File: src/common/core_params.svh
`ifndef CORE_PARAMS_SVH
`define CORE_PARAMS_SVH

// Datapath width of operands and results
`define CORE_DATA_W 32

// Register file size and address width
`define CORE_REG_N 16
`define CORE_REG_AW 4

// Stages in the multiply pipeline
`define CORE_MUL_DEPTH 5

`endif

File: src/common/core_pkg.sv
`include "core_params.svh"

package core_pkg;

   // Decoded opcode as presented on the issue port
   typedef enum logic [2:0] {
      OP_ADD = 3'd0,
      OP_SUB = 3'd1,
      OP_AND = 3'd2,
      OP_OR  = 3'd3,
      OP_LI  = 3'd4, // Load immediate
      OP_MUL = 3'd5  // Goes down the multiply pipeline
   } op_e;

   // Result travelling from an execute unit to writeback
   typedef struct packed {
      logic                    valid;
      logic [`CORE_REG_AW-1:0] dst;  // Destination register
      logic [`CORE_DATA_W-1:0] data;
   } pipe_op_t;

endpackage

File: src/common/rf_read_if.sv
`timescale 1ns/1ps
`include "core_params.svh"

// Two combinational read ports of the register file
interface rf_read_if;

   logic [`CORE_REG_AW-1:0] src1;
   logic [`CORE_REG_AW-1:0] src2;
   logic [`CORE_DATA_W-1:0] rdata1;
   logic [`CORE_DATA_W-1:0] rdata2;

   // Address side, owned by issue control
   modport ctrl (output src1, src2);

   // Register file answers the addresses
   modport rf (input src1, src2, output rdata1, rdata2);

   // Execute units only see operand data
   modport sink (input rdata1, rdata2);

endinterface

File: src/hw/hazard_ctrl.sv
`timescale 1ns/1ps
`include "core_params.svh"

module hazard_ctrl (
   input  logic                    clk,
   input  logic                    if_id_reset,
   input  logic                    issue_valid,
   input  core_pkg::op_e           issue_op,
   input  logic [`CORE_REG_AW-1:0] issue_dst,
   input  logic [`CORE_REG_AW-1:0] issue_src1,
   input  logic [`CORE_REG_AW-1:0] issue_src2,
   output logic                    issue_ready,
   output logic                    accept,
   rf_read_if.ctrl                 rd,
   input  logic                    wb_valid,
   input  logic [`CORE_REG_AW-1:0] wb_dst
);

   import core_pkg::*;

   logic [`CORE_REG_N-1:0]       pending_q;  // Write outstanding per register
   logic [`CORE_MUL_DEPTH-2:0]   mul_slot_q; // MULs in flight, by age
   logic                         is_mul;
   logic                         reg_conflict;
   logic                         slot_taken;

   // Operands are read in the issue cycle
   assign rd.src1 = issue_src1;
   assign rd.src2 = issue_src2;

   assign is_mul = (issue_op == OP_MUL);

   // RAW on either source, WAW on the destination
   assign reg_conflict = pending_q[issue_src1] | pending_q[issue_src2] |
                         pending_q[issue_dst];

   // A MUL four cycles old reaches writeback together with an ALU issued now
   assign slot_taken = ~is_mul & mul_slot_q[`CORE_MUL_DEPTH-2];

   assign issue_ready = ~reg_conflict & ~slot_taken;
   assign accept      = issue_valid & issue_ready;

   always_ff @(posedge clk) begin
      if (if_id_reset) begin
         mul_slot_q <= '0;
      end else begin
         mul_slot_q <= {mul_slot_q[`CORE_MUL_DEPTH-3:0], accept & is_mul};
      end
   end

   // Scoreboard
   always_ff @(posedge clk) begin
      if (if_id_reset) begin
         pending_q <= '0;
      end else begin
         if (wb_valid)
            pending_q[wb_dst] <= 1'b0;    // Write has landed
         if (accept)
            pending_q[issue_dst] <= 1'b1;
      end
   end

endmodule

File: src/hw/regfile.sv
`timescale 1ns/1ps
`include "core_params.svh"

module regfile (
   input  logic                    clk,
   input  logic                    if_id_reset,
   rf_read_if.rf                   rd,
   input  core_pkg::pipe_op_t      alu_res,
   input  core_pkg::pipe_op_t      mul_res,
   output logic                    wb_valid,
   output logic [`CORE_REG_AW-1:0] wb_dst,
   output logic [`CORE_DATA_W-1:0] wb_data,
   input  logic [`CORE_REG_AW-1:0] dbg_addr,
   output logic [`CORE_DATA_W-1:0] dbg_data
);

   import core_pkg::*;

   logic [`CORE_DATA_W-1:0] regs_q [`CORE_REG_N];
   pipe_op_t                sel;

   // Issue control keeps the two streams apart, so a plain priority mux will do
   always_comb begin
      if (mul_res.valid)
         sel = mul_res;
      else
         sel = alu_res;
   end

   always_ff @(posedge clk) begin
      if (if_id_reset) begin
         for (int i = 0; i < `CORE_REG_N; i++)
            regs_q[i] <= '0;
         wb_valid <= 1'b0;
      end else begin
         wb_valid <= sel.valid;
         if (sel.valid)
            regs_q[sel.dst] <= sel.data;
      end
   end

   // Writeback report, qualified by wb_valid
   always_ff @(posedge clk) begin
      wb_dst  <= sel.dst;
      wb_data <= sel.data;
   end

   // Async reads
   assign rd.rdata1 = regs_q[rd.src1];
   assign rd.rdata2 = regs_q[rd.src2];
   assign dbg_data  = regs_q[dbg_addr]; // Debug peek

endmodule

File: src/hw/alu_stage.sv
`timescale 1ns/1ps
`include "core_params.svh"

module alu_stage (
   input  logic                    clk,
   input  logic                    if_id_reset,
   input  logic                    start,
   input  core_pkg::op_e           op,
   input  logic [`CORE_REG_AW-1:0] dst,
   input  logic [`CORE_DATA_W-1:0] imm,
   rf_read_if.sink                 rd,
   output core_pkg::pipe_op_t      res
);

   import core_pkg::*;

   logic [`CORE_DATA_W-1:0] result;
   logic                    valid_q;
   logic [`CORE_REG_AW-1:0] dst_q;
   logic [`CORE_DATA_W-1:0] data_q;

   // Results wrap at the data width
   always_comb begin
      case (op)
         OP_ADD:  result = rd.rdata1 + rd.rdata2;
         OP_SUB:  result = rd.rdata1 - rd.rdata2;
         OP_AND:  result = rd.rdata1 & rd.rdata2;
         OP_OR:   result = rd.rdata1 | rd.rdata2;
         OP_LI:   result = imm;
         default: result = '0; // MUL never starts here
      endcase
   end

   always_ff @(posedge clk) begin
      if (if_id_reset)
         valid_q <= 1'b0;
      else
         valid_q <= start;
   end

   // Execute register
   always_ff @(posedge clk) begin
      if (start) begin
         dst_q  <= dst;
         data_q <= result;
      end
   end

   assign res = '{valid: valid_q, dst: dst_q, data: data_q};

endmodule

File: src/mul/mul_pipe.sv
`timescale 1ns/1ps
`include "core_params.svh"

module mul_pipe (
   input  logic                    clk,
   input  logic                    if_id_reset,
   input  logic                    start,
   input  logic [`CORE_REG_AW-1:0] dst,
   rf_read_if.sink                 rd,
   output core_pkg::pipe_op_t      res
);

   localparam int NPP = 4;                 // Partial products
   localparam int CW  = `CORE_DATA_W / NPP; // Multiplier slice per product

   logic [`CORE_MUL_DEPTH-1:0] vld_q;
   logic [`CORE_REG_AW-1:0]    dst_q [`CORE_MUL_DEPTH];
   logic [`CORE_DATA_W-1:0]    pp_d [NPP];
   logic [`CORE_DATA_W-1:0]    s1_pp_q [NPP];
   logic [`CORE_DATA_W-1:0]    s2_acc_q;
   logic [`CORE_DATA_W-1:0]    s2_pp_q [2];
   logic [`CORE_DATA_W-1:0]    s3_acc_q;
   logic [`CORE_DATA_W-1:0]    s3_pp_q;
   logic [`CORE_DATA_W-1:0]    s4_acc_q;
   logic [`CORE_DATA_W-1:0]    s5_sum_q;

   // Only the low word of the product is kept, so each slice product
   // is truncated after its shift
   always_comb begin
      for (int j = 0; j < NPP; j++)
         pp_d[j] = (rd.rdata1 * rd.rdata2[j*CW +: CW]) << (j*CW);
   end

   // Valid bits and destination tags move one stage per cycle
   always_ff @(posedge clk) begin
      if (if_id_reset)
         vld_q <= '0;
      else
         vld_q <= {vld_q[`CORE_MUL_DEPTH-2:0], start};
   end

   always_ff @(posedge clk) begin
      dst_q[0] <= dst;
      for (int s = 1; s < `CORE_MUL_DEPTH; s++)
         dst_q[s] <= dst_q[s-1];
   end

   always_ff @(posedge clk) begin
      s1_pp_q <= pp_d;                         // Stage 1

      s2_acc_q   <= s1_pp_q[0] + s1_pp_q[1];   // Stage 2
      s2_pp_q[0] <= s1_pp_q[2];
      s2_pp_q[1] <= s1_pp_q[3];

      s3_acc_q <= s2_acc_q + s2_pp_q[0];       // Stage 3
      s3_pp_q  <= s2_pp_q[1];

      s4_acc_q <= s3_acc_q + s3_pp_q;          // Stage 4

      s5_sum_q <= s4_acc_q;                    // Final sum
   end

   assign res = '{valid: vld_q[`CORE_MUL_DEPTH-1],
                  dst:   dst_q[`CORE_MUL_DEPTH-1],
                  data:  s5_sum_q};

endmodule

File: src/hw/core_top.sv
`timescale 1ns/1ps
`include "core_params.svh"

module core_top (
   input  logic                    clk,
   input  logic                    if_id_reset,

   // Issue port
   input  logic                    issue_valid,
   output logic                    issue_ready,
   input  core_pkg::op_e           issue_op,
   input  logic [`CORE_REG_AW-1:0] issue_dst,
   input  logic [`CORE_REG_AW-1:0] issue_src1,
   input  logic [`CORE_REG_AW-1:0] issue_src2,
   input  logic [`CORE_DATA_W-1:0] issue_imm,

   // Writeback report
   output logic                    wb_valid,
   output logic [`CORE_REG_AW-1:0] wb_dst,
   output logic [`CORE_DATA_W-1:0] wb_data,

   input  logic [`CORE_REG_AW-1:0] dbg_addr,
   output logic [`CORE_DATA_W-1:0] dbg_data
);

   import core_pkg::*;

   rf_read_if rd_if ();

   logic     accept;
   logic     alu_start;
   logic     mul_start;
   pipe_op_t alu_res;
   pipe_op_t mul_res;

   // Steer an accepted op to its unit
   assign mul_start = accept & (issue_op == OP_MUL);
   assign alu_start = accept & (issue_op != OP_MUL);

   hazard_ctrl hazard_ctrl_i (
      .clk         (clk),
      .if_id_reset (if_id_reset),
      .issue_valid (issue_valid),
      .issue_op    (issue_op),
      .issue_dst   (issue_dst),
      .issue_src1  (issue_src1),
      .issue_src2  (issue_src2),
      .issue_ready (issue_ready),
      .accept      (accept),
      .rd          (rd_if.ctrl),
      .wb_valid    (wb_valid),
      .wb_dst      (wb_dst)
   );

   regfile regfile_i (
      .clk         (clk),
      .if_id_reset (if_id_reset),
      .rd          (rd_if.rf),
      .alu_res     (alu_res),
      .mul_res     (mul_res),
      .wb_valid    (wb_valid),
      .wb_dst      (wb_dst),
      .wb_data     (wb_data),
      .dbg_addr    (dbg_addr),
      .dbg_data    (dbg_data)
   );

   alu_stage alu_stage_i (
      .clk         (clk),
      .if_id_reset (if_id_reset),
      .start       (alu_start),
      .op          (issue_op),
      .dst         (issue_dst),
      .imm         (issue_imm),
      .rd          (rd_if.sink),
      .res         (alu_res)
   );

   mul_pipe mul_pipe_i (
      .clk         (clk),
      .if_id_reset (if_id_reset),
      .start       (mul_start),
      .dst         (issue_dst),
      .rd          (rd_if.sink),
      .res         (mul_res)
   );

endmodule

File: config.mk
export PLATFORM = sky130hd
export DESIGN_NAME = core_top
export DESIGN_NICKNAME = d
export VERILOG_FILES = /design/src/common/core_pkg.sv /design/src/common/rf_read_if.sv /design/src/hw/hazard_ctrl.sv /design/src/hw/regfile.sv /design/src/hw/alu_stage.sv /design/src/mul/mul_pipe.sv /design/src/hw/core_top.sv
export VERILOG_INCLUDE_DIRS = /design/src /design/src/common
export SDC_FILE = /design/constraint.sdc
export NUM_CORES = 2
export LEC_CHECK = 0
export ABC_AREA = 1
export BUFFER_PORTS_ARGS = -buffer_cell sky130_fd_sc_hd__buf_4
export CAP_MARGIN = 30
export CORE_ASPECT_RATIO = 0.7
export CORE_MARGIN = 3
export CORE_UTILIZATION = 45
export DETAILED_ROUTE_END_ITERATION = 16
export PLACE_DENSITY = 0.67
export SETUP_SLACK_MARGIN = 0.3
export SYNTH_ARGS = -nofsm -noshare
export SYNTH_HDL_FRONTEND = slang
export SYNTH_SLANG_ARGS = --single-unit
File: constraint.sdc
create_clock -name clk -period 6.1 [get_ports clk]
set_clock_uncertainty 0.05 [all_clocks]
set_input_delay 0.305 -clock clk [delete_from_list [all_inputs] [get_ports clk]]
set_output_delay 0.305 -clock clk [all_outputs]
set_load 0.01 [all_outputs]
==> impl_metrics.toml <==
[outcome]
outcome = "finished clean"

[route]
wl_um = 239500
num_vias = 58973
antenna_left = 0
vias_per_cell = 5.868
drt-initial-drc-count = 8979
wl_per_cell_um = 23.83
firstDrtPassIters = 9
drc = 0

[clocking]
cts_buffers = 88
cts_tree = "done"
htree_levels = 3
numClockSinks = 867
clk_pin_slew_worst_paths_ns = 0.07
clockBufferDepth = 3
cts-root-buf = "clkbuf_16"
clk_latency_ns = 0.72

[worst_setup_path]
cp_num_buf_inv = 7
cp_top_family = "adder cells"
cp.arrival_ns = 6.11
crit_path_end_kind = "flop"
rr_startpoint = "regfile_i.regs_q[13][3]$_SDFFCE_PN0P_"
path_max_fanout = 21
critPathKind = "reg -> reg"
worst_path_most_repeated_cell = "nand2_1"
cpMaxStageDelayCell = "fa_1"
cp-start-kind = "flop"
cp_slowest_stage_delay_ns = 0.59
rr_endpoint = "mul_pipe_i.s1_pp_q[31]$_DFF_P_"
r2r_cells = 26
ff2ff_setup_slack_ns = 0.54
required_ns = 6.65
cp.depth = 26

[power]
pwr-share-seq = 0.266
net-switching-power_w = 0.01264
ir_drop_mv = 0.4040
pwr_density_cell_nw_per_um2 = 422.0
p_leak_nw = 33.33
internal_power_w = 0.01717
p_comb_frac = 0.540
swShare = 0.4239
pwr-share-clk = 0.194

[global_route]
grt_overflow = 0
busiest_layer = "met1"
grt_use_total = 0.3269
grt_pass1_vias = 55258
grt.met3_usage = 0.09241
antenna_found_initial = 5
grt_max_degree = 171
grt_pass1_wl_um = 355000
use_met1 = 0.4837
grt_use_met2 = 0.4473

[synthesis]
ys_ff_latch = 867
syn_area_um2 = 62500
synthArstFlopShare = 0
synth_ff_type = "edfxtp_1"
netlist.area_leader.share = 0.2633
post-synth-top-area-cell = "edfxtp_1"
yosysWarningCount = 0
avgSynthCellArea_um2 = 7.813
synth.area.top_cells = "edfxtp_1, fa_1, dfxtp_1"
synthCells = 7999
synth_seq_area_share = 0.3655
syn_nets = 8584
synth-edff-count = 548
yosysUniqueCellTypes = 62

[sta]
whs_ns = 0.03676
period_share = 0.9114
worst_pin_slew_ns = 1.107
hold_violations = 0
min_period_ns = 5.560
fin_tns_setup_ns = 0
max_slew_margin = 0.2619
finalSetupViolCount = 0
rsz0062_at_grt = "yes"
finalMaxSlewViolations = 0
clock.fmax_mhz = 179.9

[floorplanning]
initial_core_util = 0.4571
fp.dieH_um = 317.8
num_rows = 113
num_io_pins = 124
die_area_um2 = 143500
core_area_um2 = 136700
fp.dieW_um = 451.4

[placed_design]
portBuffers = 123
place_hpwl_um = 164500
dp.cells = 9849
place_congestion = 1.024
post_dp_cell_area_um2 = 67240

[finish]
final_nets = 8718
syn_to_final_growth_pct = 13.02
drive_gt1_frac = 0.1025
most-common-layout-cells = "nand2_1, inv_1, nor2_1"
design_area_um2 = 70640
final_util = 0.5167
fin_cells = 10050
layout_commonest_cell = "nand2_1"

[min_path]
hold_path_end = "alu_stage_i.data_q[29]$_DFFE_PP_"
min-delay-start = "issue_imm[29]"
whs_path_depth = 3
hold_class = "in -> reg"

[flow_run]
drv_cap = 0
[how the worst max path moves through the flow]
stage	start	endpoint	slack [ns]
4_1_cts	regfile_i.regs_q[12][3]$_SDFFCE_PN0P_	mul_pipe_i.s1_pp_q[120]$_DFF_P_	0.32
2_1_floorplan	issue_src2[1]	mul_pipe_i.s1_pp_q[92]$_DFF_P_	0.31
3_3_place_gp	issue_src2[1]	mul_pipe_i.s1_pp_q[31]$_DFF_P_	-0.01
6_report	regfile_i.regs_q[13][3]$_SDFFCE_PN0P_	mul_pipe_i.s1_pp_q[31]$_DFF_P_	0.54
5_1_grt	regfile_i.regs_q[2][4]$_SDFFCE_PN0P_	mul_pipe_i.s1_pp_q[92]$_DFF_P_	0.28
3_5_place_dp	issue_src2[1]	mul_pipe_i.s1_pp_q[31]$_DFF_P_	-0.07
[cell usage after synthesis, drive strengths merged (92+ instances only)]
master  instances
edfxtp        548
clkbuf        296
dfxtp         319
ha            191
buf           231
inv          1232
o21ai         586
xor2           92
nand2        1517
o211ai        254
fa            340
a21oi         579
nand3         666
nor2          752
[worst register-to-register path: stages, from the launching register on]
cell and delay [ns]:
edfxtp_1 0.42, o21ai_0 0.22, o21ai_0 0.15, o221ai_2 0.21, nand2_1 0.13, buf_12 0.19, nand2_1 0.09, inv_1 0.05
fa_1 0.45, fa_1 0.49, inv_1 0.05, fa_1 0.59, inv_1 0.08, fa_1 0.53, ha_4 0.32, nand2_1 0.05
o21ai_1 0.17, buf_4 0.18, xor2_2 0.18, xor2_2 0.20, xor2_1 0.16, nand2_1 0.06, nand2_1 0.13, nand2_1 0.07
inv_1 0.05, nor2_1 0.04, buf_4 0.14
[power by group through the flow]
stage | clock (W) | combinational (W) | sequential, W
final | 0.00577 | 0.0161 | 0.00794
after global routing | 0.00605 | 0.0178 | 0.00801
after CTS | 0.00582 | 0.0157 | 0.00793
after detailed placement | 0 | 0.0156 | 0.00804
after global placement | 0 | 0.0154 | 0.00803
after floorplan | 0 | 0.00960 | 0.00770
[flip-flops by register name (all words and copies together) (netlist names), 32 cells and up]
register	count
alu_stage_i.data_q	32
mul_pipe_i.s1_pp_q	80
mul_pipe_i.s2_acc_q	32
mul_pipe_i.s3_acc_q	32
mul_pipe_i.s4_acc_q	32
mul_pipe_i.s5_sum_q	32
regfile_i.regs_q	512
regfile_i.wb_data	32
[logic make-up after synthesis]
logic type / after synthesis / share of synthesized area
simple gates: 3105 / 0.2083
buf+inv: 1763 / 0.1124
compound gates: 1581 / 0.1451
flops: 867 / 0.3655
fa+ha+maj: 531 / 0.1471
xor+xnor: 152 / 0.02154
[per-layer routing]
metal	wire, µm	vias to the layer above
met3	36040	623
met1	98440	28026
met4	10760	4
met2	94250	4025
met5	26	-
li1	-	26295
[what timing repair did]
| action | in CTS | in global routing |
|---|---|---|
| gates resized for setup | 0 | 25 |
| buffers inserted | 0 | 3 |
| endpoints found under the setup margin | 0 | 23 |
| endpoints found under the hold margin | 54 | 1 |
| hold buffers | 30 | 1 |
[cell type report]
cell class / count / area (µm²)
inverter: 1236 / 4647
antenna: 3 / 7.507
multi-input combinational: 5369 / 32810
clock buffer: 120 / 2511
clock inverter: 44 / 475.5
fill: 12863 / 66080
sequential: 867 / 22840
tap: 1840 / 2302
timing repair buffer: 571 / 5047
[metrics by stage]
step | power (W) | setup WS (ns)
finish | 0.02981 | 0.5403
CTS | 0.02946 | 0.3182
global placement | 0.02346 | -0.01306
global route | 0.03190 | 0.2824
floorplan | 0.01730 | 0.3146
detailed placement | 0.02363 | -0.06706
No activity file was read; power rests on OpenSTA's default activity.
